$ cat config.mk
export PLATFORM = sky130hd
export DESIGN_NAME = memCtrl
export DESIGN_NICKNAME = d
export VERILOG_FILES = /design/src/hw/memCtrlPkg.sv /design/src/hw/memCtrl.sv /design/src/hw/memResultAssembler.sv /design/src/hw/memByteSequencer.sv /design/src/hw/memReqDecode.sv
export SDC_FILE = /design/constraint.sdc
export NUM_CORES = 1
export LEC_CHECK = 0
export BUFFER_PORTS_ARGS = -buffer_cell sky130_fd_sc_hd__buf_2
export CORE_ASPECT_RATIO = 1.25
export CORE_MARGIN = 2
export CORE_UTILIZATION = 54
export DETAILED_ROUTE_END_ITERATION = 7
export PLACE_DENSITY = 0.93
export SYNTH_ARGS = -nofsm -noshare
export SYNTH_HDL_FRONTEND = slang
export SYNTH_SLANG_ARGS = --single-unit
$ cat constraint.sdc
create_clock -name clk -period 11.3 [get_ports clk]
set_input_delay 3.39 -clock clk [delete_from_list [all_inputs] [get_ports clk]]
set_output_delay 3.39 -clock clk [all_outputs]
set_load 0.01 [all_outputs]
$ cat src/hw/memCtrlPkg.sv
`default_nettype none

package memCtrlPkg;

    // bus widths
    localparam int ADDR_W  = 32;
    localparam int DATA_W  = 32;
    localparam int MEM_W   = 8;
    localparam int BYTES_W = 3;

    // value is the byte count
    typedef enum logic [2:0] {
        LEN_BYTE = 3'd1,
        LEN_HALF = 3'd2,
        LEN_WORD = 3'd4
    } memLen_e;

    typedef enum logic [1:0] {
        OP_FETCH = 2'd0,
        OP_LOAD  = 2'd1,
        OP_STORE = 2'd2
    } memOp_e;

    // current holder of the RAM
    typedef enum logic [1:0] {
        OWN_IDLE  = 2'd0,
        OWN_DATA  = 2'd1,
        OWN_FETCH = 2'd2
    } memOwner_e;

    // data port request as presented by the core
    typedef struct packed {
        logic              isStore;
        memLen_e           len;
        logic [ADDR_W-1:0] addr;
        logic [DATA_W-1:0] wdata;
    } dataReq_t;

    // transaction held for the whole access
    typedef struct packed {
        memOp_e            op;
        memLen_e           len;
        logic [ADDR_W-1:0] addr;
        logic [DATA_W-1:0] wdata;
    } memReq_t;

    // byte-wide RAM drive
    typedef struct packed {
        logic              we;
        logic [ADDR_W-1:0] addr;
        logic [MEM_W-1:0]  wdata;
    } memBus_t;

    // one byte step, trails the bus by a cycle
    typedef struct packed {
        logic               valid;
        logic               isRead;
        logic [BYTES_W-1:0] idx;
        logic               last;
    } laneEvt_t;

endpackage

`default_nettype wire
$ cat src/hw/memCtrl.sv
`timescale 1ns/100ps
`default_nettype none

module memCtrl (
    input  logic                           clk,
    input  logic                           rst,
    input  logic                           i_rdy,

    // fetch port
    input  logic                           i_fetchReq,
    input  logic [memCtrlPkg::ADDR_W-1:0]  i_fetchAddr,
    output logic                           o_fetchDone,
    output logic [memCtrlPkg::DATA_W-1:0]  o_fetchInst,

    // data port
    input  logic                           i_dataReq,
    input  memCtrlPkg::dataReq_t           i_dataReqInfo,
    output logic                           o_dataDone,
    output logic [memCtrlPkg::DATA_W-1:0]  o_dataRdata,

    // RAM
    output memCtrlPkg::memBus_t            o_memBus,
    input  logic [memCtrlPkg::MEM_W-1:0]   i_memRdata,

    output memCtrlPkg::memOwner_e          o_busyOwner
);
    import memCtrlPkg::*;

    logic     start;
    logic     txnDone;
    memReq_t  req;
    laneEvt_t lane;

    memReqDecode memReqDecode_i (
        .clk           (clk),
        .rst           (rst),
        .i_rdy         (i_rdy),
        .i_fetchReq    (i_fetchReq),
        .i_fetchAddr   (i_fetchAddr),
        .i_dataReq     (i_dataReq),
        .i_dataReqInfo (i_dataReqInfo),
        .i_txnDone     (txnDone),
        .o_start       (start),
        .o_req         (req),
        .o_busyOwner   (o_busyOwner)
    );

    memByteSequencer memByteSequencer_i (
        .clk      (clk),
        .rst      (rst),
        .i_rdy    (i_rdy),
        .i_start  (start),
        .i_req    (req),
        .o_memBus (o_memBus),
        .o_lane   (lane)
    );

    // op stays latched in decode until done
    memResultAssembler memResultAssembler_i (
        .clk         (clk),
        .rst         (rst),
        .i_rdy       (i_rdy),
        .i_lane      (lane),
        .i_op        (req.op),
        .i_memRdata  (i_memRdata),
        .o_txnDone   (txnDone),
        .o_fetchDone (o_fetchDone),
        .o_fetchInst (o_fetchInst),
        .o_dataDone  (o_dataDone),
        .o_dataRdata (o_dataRdata)
    );

endmodule

`default_nettype wire

$ cat src/hw/memResultAssembler.sv
`timescale 1ns/100ps
`default_nettype none

module memResultAssembler (
    input  logic                           clk,
    input  logic                           rst,
    input  logic                           i_rdy,

    // byte steps from the sequencer
    input  memCtrlPkg::laneEvt_t           i_lane,
    input  memCtrlPkg::memOp_e             i_op,
    input  logic [memCtrlPkg::MEM_W-1:0]   i_memRdata,

    // back to decode
    output logic                           o_txnDone,

    // fetch port results
    output logic                           o_fetchDone,
    output logic [memCtrlPkg::DATA_W-1:0]  o_fetchInst,

    // data port results
    output logic                           o_dataDone,
    output logic [memCtrlPkg::DATA_W-1:0]  o_dataRdata
);
    import memCtrlPkg::*;

    logic [DATA_W-1:0] word;
    logic              finish;
    logic              isFetch;

    assign finish  = i_lane.valid && i_lane.last;
    assign isFetch = (i_op == OP_FETCH);

    // little-endian assembly, byte 0 zero-fills the upper lanes
    always_ff @(posedge clk) begin
        if (i_rdy && i_lane.valid && i_lane.isRead) begin
            if (i_lane.idx == '0) begin
                word <= DATA_W'(i_memRdata);
            end else begin
                word[i_lane.idx*MEM_W +: MEM_W] <= i_memRdata;
            end
        end
    end

    always_ff @(posedge clk) begin
        if (rst) begin
            o_txnDone   <= 1'b0;
            o_fetchDone <= 1'b0;
            o_dataDone  <= 1'b0;
        end else if (i_rdy) begin
            o_txnDone   <= finish;
            o_fetchDone <= finish && isFetch;
            // loads and stores both answer on the data port
            o_dataDone  <= finish && !isFetch;
        end
    end

    assign o_fetchInst = word;
    assign o_dataRdata = word;

endmodule

`default_nettype wire

$ cat src/hw/memByteSequencer.sv
`timescale 1ns/100ps
`default_nettype none

module memByteSequencer (
    input  logic                  clk,
    input  logic                  rst,
    input  logic                  i_rdy,

    // from decode
    input  logic                  i_start,
    input  memCtrlPkg::memReq_t   i_req,

    // RAM drive
    output memCtrlPkg::memBus_t   o_memBus,

    // to the result stage
    output memCtrlPkg::laneEvt_t  o_lane
);
    import memCtrlPkg::*;

    logic [BYTES_W-1:0] idx;
    logic [BYTES_W-1:0] lastIdx;
    logic               running;
    logic               active;
    logic               isStore;
    logic               atLast;

    // start covers byte 0, running covers the rest
    assign active  = i_start || running;
    assign isStore = (i_req.op == OP_STORE);

    // length encoding is the byte count
    assign lastIdx = BYTES_W'(i_req.len) - BYTES_W'(1);
    assign atLast  = (idx == lastIdx);

    always_comb begin
        o_memBus.addr  = i_req.addr + ADDR_W'(idx);
        o_memBus.wdata = i_req.wdata[idx*MEM_W +: MEM_W];
        // no write while frozen
        o_memBus.we    = active && isStore && i_rdy;
    end

    always_ff @(posedge clk) begin
        if (rst) begin
            idx     <= '0;
            running <= 1'b0;
        end else if (i_rdy && active) begin
            if (atLast) begin
                idx     <= '0;
                running <= 1'b0;
            end else begin
                idx     <= idx + BYTES_W'(1);
                running <= 1'b1;
            end
        end
    end

    // lane event lines up with the synchronous RAM read
    always_ff @(posedge clk) begin
        if (rst) begin
            o_lane <= '0;
        end else if (i_rdy) begin
            if (active) begin
                o_lane.valid  <= 1'b1;
                o_lane.isRead <= !isStore;
                o_lane.idx    <= idx;
                o_lane.last   <= atLast;
            end else begin
                o_lane.valid  <= 1'b0;
                o_lane.isRead <= 1'b0;
                o_lane.idx    <= '0;
                o_lane.last   <= 1'b0;
            end
        end
    end

endmodule

`default_nettype wire

$ cat src/hw/memReqDecode.sv
`timescale 1ns/100ps
`default_nettype none

module memReqDecode (
    input  logic                           clk,
    input  logic                           rst,
    input  logic                           i_rdy,

    // fetch port
    input  logic                           i_fetchReq,
    input  logic [memCtrlPkg::ADDR_W-1:0]  i_fetchAddr,

    // data port
    input  logic                           i_dataReq,
    input  memCtrlPkg::dataReq_t           i_dataReqInfo,

    // from the result stage
    input  logic                           i_txnDone,

    // to the sequencer
    output logic                           o_start,
    output memCtrlPkg::memReq_t            o_req,

    output memCtrlPkg::memOwner_e          o_busyOwner
);
    import memCtrlPkg::*;

    typedef enum logic {
        DEC_IDLE = 1'b0,
        DEC_BUSY = 1'b1
    } decState_e;

    decState_e state;
    memReq_t   nextReq;
    logic      anyReq;

    assign anyReq = i_dataReq || i_fetchReq;

    // data port has priority
    always_comb begin
        if (i_dataReq) begin
            nextReq.op    = i_dataReqInfo.isStore ? OP_STORE : OP_LOAD;
            nextReq.len   = i_dataReqInfo.len;
            nextReq.addr  = i_dataReqInfo.addr;
            nextReq.wdata = i_dataReqInfo.wdata;
        end else begin
            nextReq.op    = OP_FETCH;
            nextReq.len   = LEN_WORD;
            nextReq.addr  = i_fetchAddr;
            nextReq.wdata = '0;
        end
    end

    always_ff @(posedge clk) begin
        if (rst) begin
            state   <= DEC_IDLE;
            o_start <= 1'b0;
        end else if (i_rdy) begin
            o_start <= 1'b0;
            case (state)
                DEC_IDLE: begin
                    if (anyReq) begin
                        state   <= DEC_BUSY;
                        o_start <= 1'b1;
                    end
                end
                DEC_BUSY: begin
                    // done cycle itself is never an accept
                    if (i_txnDone) begin
                        state <= DEC_IDLE;
                    end
                end
                default: begin
                    state <= DEC_IDLE;
                end
            endcase
        end
    end

    // request payload, only loaded while idle
    always_ff @(posedge clk) begin
        if (i_rdy && state == DEC_IDLE && anyReq) begin
            o_req <= nextReq;
        end
    end

    always_comb begin
        if (state == DEC_BUSY) begin
            o_busyOwner = (o_req.op == OP_FETCH) ? OWN_FETCH : OWN_DATA;
        end else begin
            o_busyOwner = OWN_IDLE;
        end
    end

endmodule

`default_nettype wire

[Yosys cells after proc, flatten, opt, wreduce, memory -nomap -nowiden]
Cells that the tools add are included.
Operators by class
  eq/ne operators: 2
  reductions and logical operators: 16
  add/subtract/negate cells: 4
  multiplexer cells: 13
  shift-type cells: 3
  bitwise logic cells: 1
Operator list (count)
  2-to-1 mux 64 bit: 1
  negation 6 -> 34 bit: 1
  variable shift 8 x 34 -> 32 bit (first input constant): 1
  variable part select 8 x 34 -> 32 bit: 1
  adder 32 x 3 -> 32 bit: 1
  bitwise mux 32 bit: 1
  variable part select 32 x 7 -> 8 bit: 1
  logical AND 1 bit: 10
  2-to-1 mux 8 bit: 1
  2-to-1 mux 2 bit: 3
  2-to-1 mux 6 bit: 1
  2-to-1 mux 1 bit: 4
  adder 3 x 1 -> 3 bit (second input constant): 1
  equality test 3 bit: 1
  logical NOT 3 bit: 1
  2-to-1 mux 3 bit: 1
  subtractor 3 x 1 -> 3 bit (second input constant): 1
  equality test 2 bit (second input constant): 1
  logical NOT 1 bit: 2
  logical NOT 2 bit: 1
  logical OR 1 bit: 2
  case mux 1 bit (2 select lines): 1
  NOT 1 bit: 1
Storage, ports and cells
  input bits: 113
  register bits: 116

[Logic depth before layout (Yosys ltp)]
Gate-level depths: netlist (run 1).
  word-level depth: 4
  mapped depth: 8

[By module]
A second synthesis (run 1) with hierarchy kept.
Second synthesis, totals
  cell total of the unflattened synthesis: 481
  area total of the unflattened synthesis: 6098.3 µm²
Modules (own cells, without submodules)
  memReqDecode: area an instance 2822.7 µm², seq. area each 2112.0 µm², cells each 158, instances 1
  memResultAssembler: area an instance 1885.6 µm², seq. area each 1021.0 µm², cells each 157, instances 1
  memByteSequencer: area an instance 1390.1 µm², seq. area each 200.2 µm², cells each 166, instances 1

[Worst setup path before layout (run 1)]
Ideal clock, no wire load.
  path kind: input to output
  start point: input i_rdy
  end point: output o_memBus[40] (netlist bit)
  buffers on the path: 1
  cell stages on the path: 3
  data arrival time: 3.984 ns
  slack: 3.926 ns
  path through: clkbuf_1 > o21ai_0 > nor2_1
RTL lines
  from (decl): RTL line memCtrl.sv:7  | input logic i_rdy,
  to (decl): RTL line memCtrl.sv:22  | output memCtrlPkg::memBus_t o_memBus,

==> impl_metrics.py, run 1 <==
metrics = {
    "setup_path": {
        "critical_path_required_ns": 7.91,
        "cp_max_fo": 19,
        "reg2reg_to": "memResultAssembler_i.o_dataRdata[23]",
        "timing.reg2reg.setup_slack_ns": 8.78,
        "crit_start": "i_rdy",
        "reg2reg_from": "memByteSequencer_i.o_lane[1]",
        "worstPathArrival_ns": 4.16,
        "reg2regPathDepth": 7,
        "crit_type": "input port to primary output",
        "cp-end-kind": "primary output",
        "startpoint_type": "input port",
    },
    "drt": {
        "drt_iter0_markers": 198,
        "via_count": 4577,
        "drtPass1Iterations": 7,
        "post_drt_via_cell_ratio": 5.51,
        "routed_wl_um": 14800,
        "antenna_left": 0,
        "wl_per_cell_um": 17.8,
        "drc": 0,
    },
    "cells_and_area": {
        "drive_above_1_share": 0.437,
        "nets": 805,
        "antennaDiodeCount": 0,
        "syn_to_final_growth_pct": 26.5,
    },
    "place": {
        "place_congestion": 0.815,
        "port_buffers": 221,
        "dp_hpwl_um": 10400,
        "place_ws_ns": 3.75,
    },
    "min_path": {
        "hp-start": "memResultAssembler_i.o_txnDone",
        "hp-class": "flop to flop",
        "min_path_cells": 2,
        "hold_end": "memResultAssembler_i.o_txnDone",
    },
    "status": {
        "outcome": "completed",
    },
    "floorplanning": {
        "dieArea_um2": 12000,
        "ios": 222,
        "coreArea_um2": 11000,
        "start_util": 0.547,
        "rows": 43,
        "fp.dieH_um": 122,
        "die_w_um": 98.3,
    },
    "clock_network": {
        "clk_pin_slew_ns": 0.05,
        "cts_made_buffers": 17,
        "clock_path_buffers": 2,
        "cts_resized": 0,
        "cts_max_level": 4,
        "post-cts-setup-buffer-count": 0,
        "clkSinkCount": 116,
        "cts_hold_buffers": 0,
        "cts_tree": "built",
        "clk-insertion-delay-late_ns": 0.41,
        "root_buffer": "clkbuf_16",
    },
    "power": {
        "ir_worst_vdd_uv": 114,
        "leakage_nw": 3.12,
        "sw_frac_of_total": 0.231,
        "power_density_nw_per_um2": 152,
        "pwr-share-comb": 0.088,
        "pwr-share-seq": 0.435,
        "p_int_w": 0.000887,
        "netSwitchingPower_w": 0.000266,
        "pwr-share-clk": 0.476,
    },
    "yosys": {
        "yosysSeqAreaShare": 0.555,
        "synth_ff_type": "edfxtp_1",
        "synth_mux_area_frac": 0.103,
        "ys_ff_latch": 116,
        "synthDistinctLibCells": 41,
        "synth_top_cells_by_area": "edfxtp_1 51%, mux2_2 6.0%, dfxtp_1 5.0%, buf_4 4.0%, and2_1 3.8%",
        "netlist_instances": 491,
        "synth-warning-count": 0,
        "synthAdderAreaFrac": 0.0200,
        "netlist_area_um2": 6000,
        "synth-xor-area-share": 0.0496,
        "synthesis.nets": 613,
        "synth-simple-area-share": 0.159,
        "async_reset_ff_frac": 0,
        "avgSynthCellArea_um2": 12.2,
        "synth.largest_area_cell": "edfxtp_1",
        "synth_top_area_share": 0.505,
        "synth_edf_count": 101,
        "synth_compound_area_frac": 0.0527,
        "synth_top_family_by_area": "simple AND/OR/NAND/NOR gates",
    },
    "sta": {
        "clock_skew_ns": 0.0120,
        "setup_viol": 0,
        "fin_ws_ns": 3.75,
        "maxSlewViolCount": 0,
        "grt_setup_unrepaired": "no",
        "finalCritPeriodShare": 0.668,
        "setup-tns-final_ns": 0,
        "max_freq_mhz": 133,
        "period_needed_ns": 7.55,
        "hold_viol_final": 0,
        "max_slew.worst_pin.slew_ns": 0.977,
        "slew_headroom": 0.343,
    },
    "global_route": {
        "grt_max_degree": 71,
        "track_usage": 0.241,
        "grt_pass1_wl_um": 22300,
        "grt-ovfl-total": 0,
        "grt_pass1_vias": 4503,
        "antenna_found_initial": 0,
    },
    "job": {
        "maxCapViolCount": 0,
    },
}
[worst max-delay path, cell delays in order]
cell	delay [ns]
buf_2	0.23
o21ai_0	0.23
nor2_1	0.15
buf_2	0.15
[routing by layer]
| layer | vias to the layer above | GRT usage | part of all wire |
|---|---|---|---|
| met3 | 39 | 0.0660 | 0.077 |
| met1 | 2176 | 0.244 | 0.34 |
| met2 | 252 | 0.453 | 0.55 |
| met4 | 0 | 0.118 | 0.033 |
| met5 | - | 0 | 0 |
| li1 | 2110 | - | - |
[flip-flops by register name, indices dropped and copies added (netlist names)]
signal / flops
memResultAssembler_i.o_dataDone: 1
memReqDecode_i.state: 1
memByteSequencer_i.o_lane: 6
memResultAssembler_i.o_dataRdata: 32
memByteSequencer_i.idx: 3
memReqDecode_i.o_req: 69
memByteSequencer_i.running: 1
memResultAssembler_i.o_fetchDone: 1
memResultAssembler_i.o_txnDone: 1
memReqDecode_i.o_start: 1
[power by group through the flow]
stage	registers (W)	clock network, W	logic [W]
after floorplan	0.000506	0	0.0000585
after global placement	0.000508	0	0.0000960
after detailed placement	0.000510	0	0.000100
after CTS	0.000502	0.000555	0.000102
after global routing	0.000504	0.000574	0.000110
final	0.000502	0.000549	0.000102
[worst max path at each step]
stage	end	slack, ns	cells after the start
2_1_floorplan	o_memBus[40]	3.93	3
3_3_place_gp	o_memBus[40]	3.79	4
3_5_place_dp	o_memBus[40]	3.75	4
4_1_cts	o_memBus[40]	3.76	4
5_1_grt	o_memBus[40]	3.66	4
6_report	o_memBus[40]	3.75	4
[cells in the mapped netlist, types with 2 or more instances]
master,count
a2111oi_4,2
a21oi_1,27
a2bb2oi_1,2
a31oi_1,3
and2_1,36
and3_1,7
and4_1,3
buf_4,32
clkbuf_1,18
dfxtp_1,15
edfxtp_1,101
ha_1,8
inv_1,13
mux2_2,32
mux2i_1,8
mux4_2,8
nand2_1,46
nand2b_1,12
nand3_1,12
nand3b_1,3
nand4_1,9
nor2_1,19
nor2b_1,20
nor3_1,4
o2111ai_1,2
o21ai_0,2
xnor2_1,25
xor2_1,9
[layout by cell type, fill, tap and decap left out, types with 3 or more instances in the layout]
| cell | instances |
|---|---|
| nor2b_1 | 20 |
| ha_1 | 8 |
| a21oi_1 | 27 |
| buf_2 | 221 |
| inv_1 | 12 |
| and2_1 | 36 |
| xor2_1 | 9 |
| edfxtp_1 | 101 |
| mux2_2 | 32 |
| xnor2_1 | 25 |
| a31oi_1 | 3 |
| and4_1 | 3 |
| mux2i_1 | 8 |
| dfxtp_1 | 15 |
| buf_4 | 3 |
| nor3_1 | 4 |
| nand4_1 | 9 |
| nor2_1 | 19 |
| nand3_1 | 12 |
| mux4_2 | 8 |
| clkbuf_16 | 17 |
| and3_1 | 7 |
| nand2b_1 | 12 |
| bufinv_16 | 3 |
| clkinvlp_4 | 5 |
| nand3b_1 | 3 |
| inv_6 | 3 |
| nand2_1 | 46 |
[per-stage QoR]
step / instance area (um^2) / instances / power [W] / util / hold slack (ns)
3_5_place_dp: 6990 / 799 / 0.000610 / 0.637 / 0.465
2_1_floorplan: 6000 / 491 / 0.000564 / - / 0.436
5_1_grt: 7590 / 831 / 0.00119 / 0.692 / 0.506
3_3_place_gp: 6990 / 799 / 0.000604 / 0.637 / 0.446
4_1_cts: 7590 / 831 / 0.00116 / 0.692 / 0.474
6_report: 7590 / 831 / 0.00115 / 0.692 / 0.476
[final cells by class]
type                    count  area [um^2]
fillers                   783         3380
flip-flops and latches    116         3330
multi-input cells         311         2310
repair buffers            224         1130
clock buffers              17          425
clock inverters            15          181
well taps                 135          169
inverters                  13         48.8
[kinds of logic (layout without fill, tap and decap cells)]
logic type	after synthesis	in the layout
multiplexers	48	48
AND/OR/NAND/NOR	175	175
flip-flops	116	116
adder cells (fa/ha/maj)	9	9
XOR/XNOR	34	34
AO/OA/AOI/OAI	45	45
buffers and inverters	64	269
(Power assumes the default switching activity.)
==> run 2, diff against run 1 <==
Settings changed: CORE_UTILIZATION 54 to 50, PLACE_DENSITY 0.93 to 0.88.
Clock period 11.3 ns to 7.6 ns, I/O delays scaled along.
==> impl_metrics.py, run 2 (synthesis gave the netlist of run 1 again) <==
metrics = {
    "clock_network": {
        "cts_hold_buffers": 0,
        "clk_pin_slew_ns": 0.05,
        "clkSinkCount": 116,
        "post-cts-setup-buffer-count": 0,
        "clock_path_buffers": 2,
        "cts_resized": 0,
        "cts_tree": "built",
        "cts_max_level": 4,
        "clk-insertion-delay-late_ns": 0.40,
        "cts_made_buffers": 17,
        "root_buffer": "clkbuf_16",
    },
    "setup_path": {
        "reg2regPathDepth": 6,
        "crit_type": "flop to primary output",
        "reg2reg_to": "memResultAssembler_i.o_dataRdata[5]",
        "cp-end-kind": "primary output",
        "timing.reg2reg.setup_slack_ns": 5.20,
        "worstPathArrival_ns": 3.44,
        "startpoint_type": "flop",
        "reg2reg_from": "memByteSequencer_i.o_lane[1]",
        "crit_start": "memByteSequencer_i.idx[0]",
        "cp_max_fo": 14,
        "endpoint": "o_memBus[28]",
        "critical_path_required_ns": 5.32,
    },
    "drt": {
        "wl_per_cell_um": 16.2,
        "post_drt_via_cell_ratio": 5.24,
        "via_count": 4482,
        "routed_wl_um": 13800,
        "drtPass1Iterations": 4,
        "drc": 0,
        "drt_iter0_markers": 180,
        "antenna_left": 0,
    },
    "cells_and_area": {
        "layout_common_cells": "221 x buf_2, 101 x edfxtp_1, 46 x nand2_1, 36 x and2_1, 32 x mux2_2",
        "final_common_cell": "buf_2",
        "fill_cells": 882,
        "syn_to_final_growth_pct": 26.8,
        "seq_area_um2": 3330,
        "largest_reg_flops": 69,
        "multiInputGateArea_um2": 2310,
        "fin_util": 0.652,
        "drive_above_1_share": 0.430,
        "final_area_um2": 7610,
        "regMostFlops": "memReqDecode_i.o_req",
        "nets": 804,
        "final_cell_count_no_fill": 855,
    },
    "sta": {
        "setup_viol": 0,
        "finalCritPeriodShare": 0.752,
        "slew_headroom": 0.235,
        "maxSlewViolCount": 0,
        "max_freq_mhz": 175,
        "period_needed_ns": 5.72,
        "clock_skew_ns": 0.00442,
        "max_slew.worst_pin.slew_ns": 1.15,
        "hold_ws_ns": 0.466,
        "hold_viol_final": 0,
        "setup-tns-final_ns": 0,
        "grt_setup_unrepaired": "no",
    },
    "power": {
        "netSwitchingPower_w": 0.000357,
        "p_int_w": 0.00134,
        "pwr-share-seq": 0.439,
        "sw_frac_of_total": 0.210,
        "leakage_nw": 3.12,
        "power_density_nw_per_um2": 223,
        "pwr-share-comb": 0.088,
        "pwr-share-clk": 0.473,
        "ir_worst_vdd_uv": 156,
    },
    "floorplanning": {
        "coreArea_um2": 11700,
        "rows": 44,
        "ios": 222,
        "fp.dieH_um": 127,
        "start_util": 0.514,
        "die_w_um": 102,
        "dieArea_um2": 12900,
    },
    "job": {
        "maxCapViolCount": 0,
    },
    "global_route": {
        "antenna_found_initial": 1,
        "grt-ovfl-total": 0,
        "track_usage": 0.216,
        "grt_max_degree": 71,
        "grt_pass1_vias": 4455,
        "grt_pass1_wl_um": 21300,
    },
    "place": {
        "dp_cells": 824,
        "port_buffers": 221,
        "place_congestion": 0.871,
        "dp_hpwl_um": 10400,
        "place_area_um2": 7010,
    },
    "min_path": {
        "min_path_cells": 2,
        "hp-class": "flop to flop",
    },
    "status": {
        "outcome": "completed",
    },
}
-- run 2: changes by cell type in the layout (fill, tap and decap cells not counted) --
| cell | previous run | this run |
|---|---|---|
| diode_2 | 0 | 1 |
| clkinvlp_4 | 5 | 3 |
| inv_6 | 3 | 0 |
| clkinv_2 | 2 | 3 |
| clkinv_4 | 2 | 0 |
| clkbuf_1 | 0 | 2 |
| buf_4 | 3 | 2 |
| clkinv_1 | 0 | 1 |
| bufinv_16 | 3 | 4 |
-- run 2: cell type report --
cell class              instances  share of cell area
clock buffers                  19              0.0569
clock inverters                11              0.0212
diodes                          1            0.000329
repair buffers                223               0.147
inverters                      13             0.00641
well taps                     161              0.0265
flip-flops and latches        116               0.438
multi-input cells             311               0.303
-- run 2: stage by stage --
| step | setup WS, ns | power [W] |
|---|---|---|
| 5_1_grt | 1.58 | 0.00175 |
| 3_5_place_dp | 2.19 | 0.000907 |
| 2_1_floorplan | 2.45 | 0.000839 |
| 4_1_cts | 1.77 | 0.00171 |
| 6_report | 1.88 | 0.00170 |
| 3_3_place_gp | 2.28 | 0.000900 |
-- run 2: critical path, stage by stage (launching register included) --
cell and delay (ns):
dfxtp_1 0.82, ha_1 0.29, inv_1 0.06, fa_1 0.41
nand2b_1 0.20, a2111oi_4 0.67, nand3_1 0.20, xnor2_1 0.22
buf_2 0.17
-- run 2: worst min path at each step --
| stage | start | end | slack, ns |
|---|---|---|---|
| 2_1_floorplan | memReqDecode_i.state | memReqDecode_i.state | 0.44 |
| 3_3_place_gp | memReqDecode_i.state | memReqDecode_i.state | 0.45 |
| 3_5_place_dp | memReqDecode_i.state | memReqDecode_i.state | 0.47 |
| 4_1_cts | memReqDecode_i.state | memReqDecode_i.state | 0.47 |
| 5_1_grt | memReqDecode_i.state | memReqDecode_i.state | 0.50 |
| 6_report | memReqDecode_i.state | memReqDecode_i.state | 0.47 |
-- run 2: power by group through the flow --
stage	Sequential (W)	Combinational, W	Clock (W)
after CTS	0.000746	0.000149	0.000814
after detailed placement	0.000759	0.000148	0
after floorplan	0.000752	0.0000870	0
after global routing	0.000749	0.000162	0.000841
after global placement	0.000757	0.000143	0
final	0.000746	0.000149	0.000804
-- run 2: metal layers --
metal / part of all wire / up-vias / track usage
met5: 0 / - / 0
met4: 0.039 / 0 / 0.118
met3: 0.084 / 38 / 0.0601
met2: 0.52 / 256 / 0.382
met1: 0.36 / 2074 / 0.228
li1: - / 2114 / -
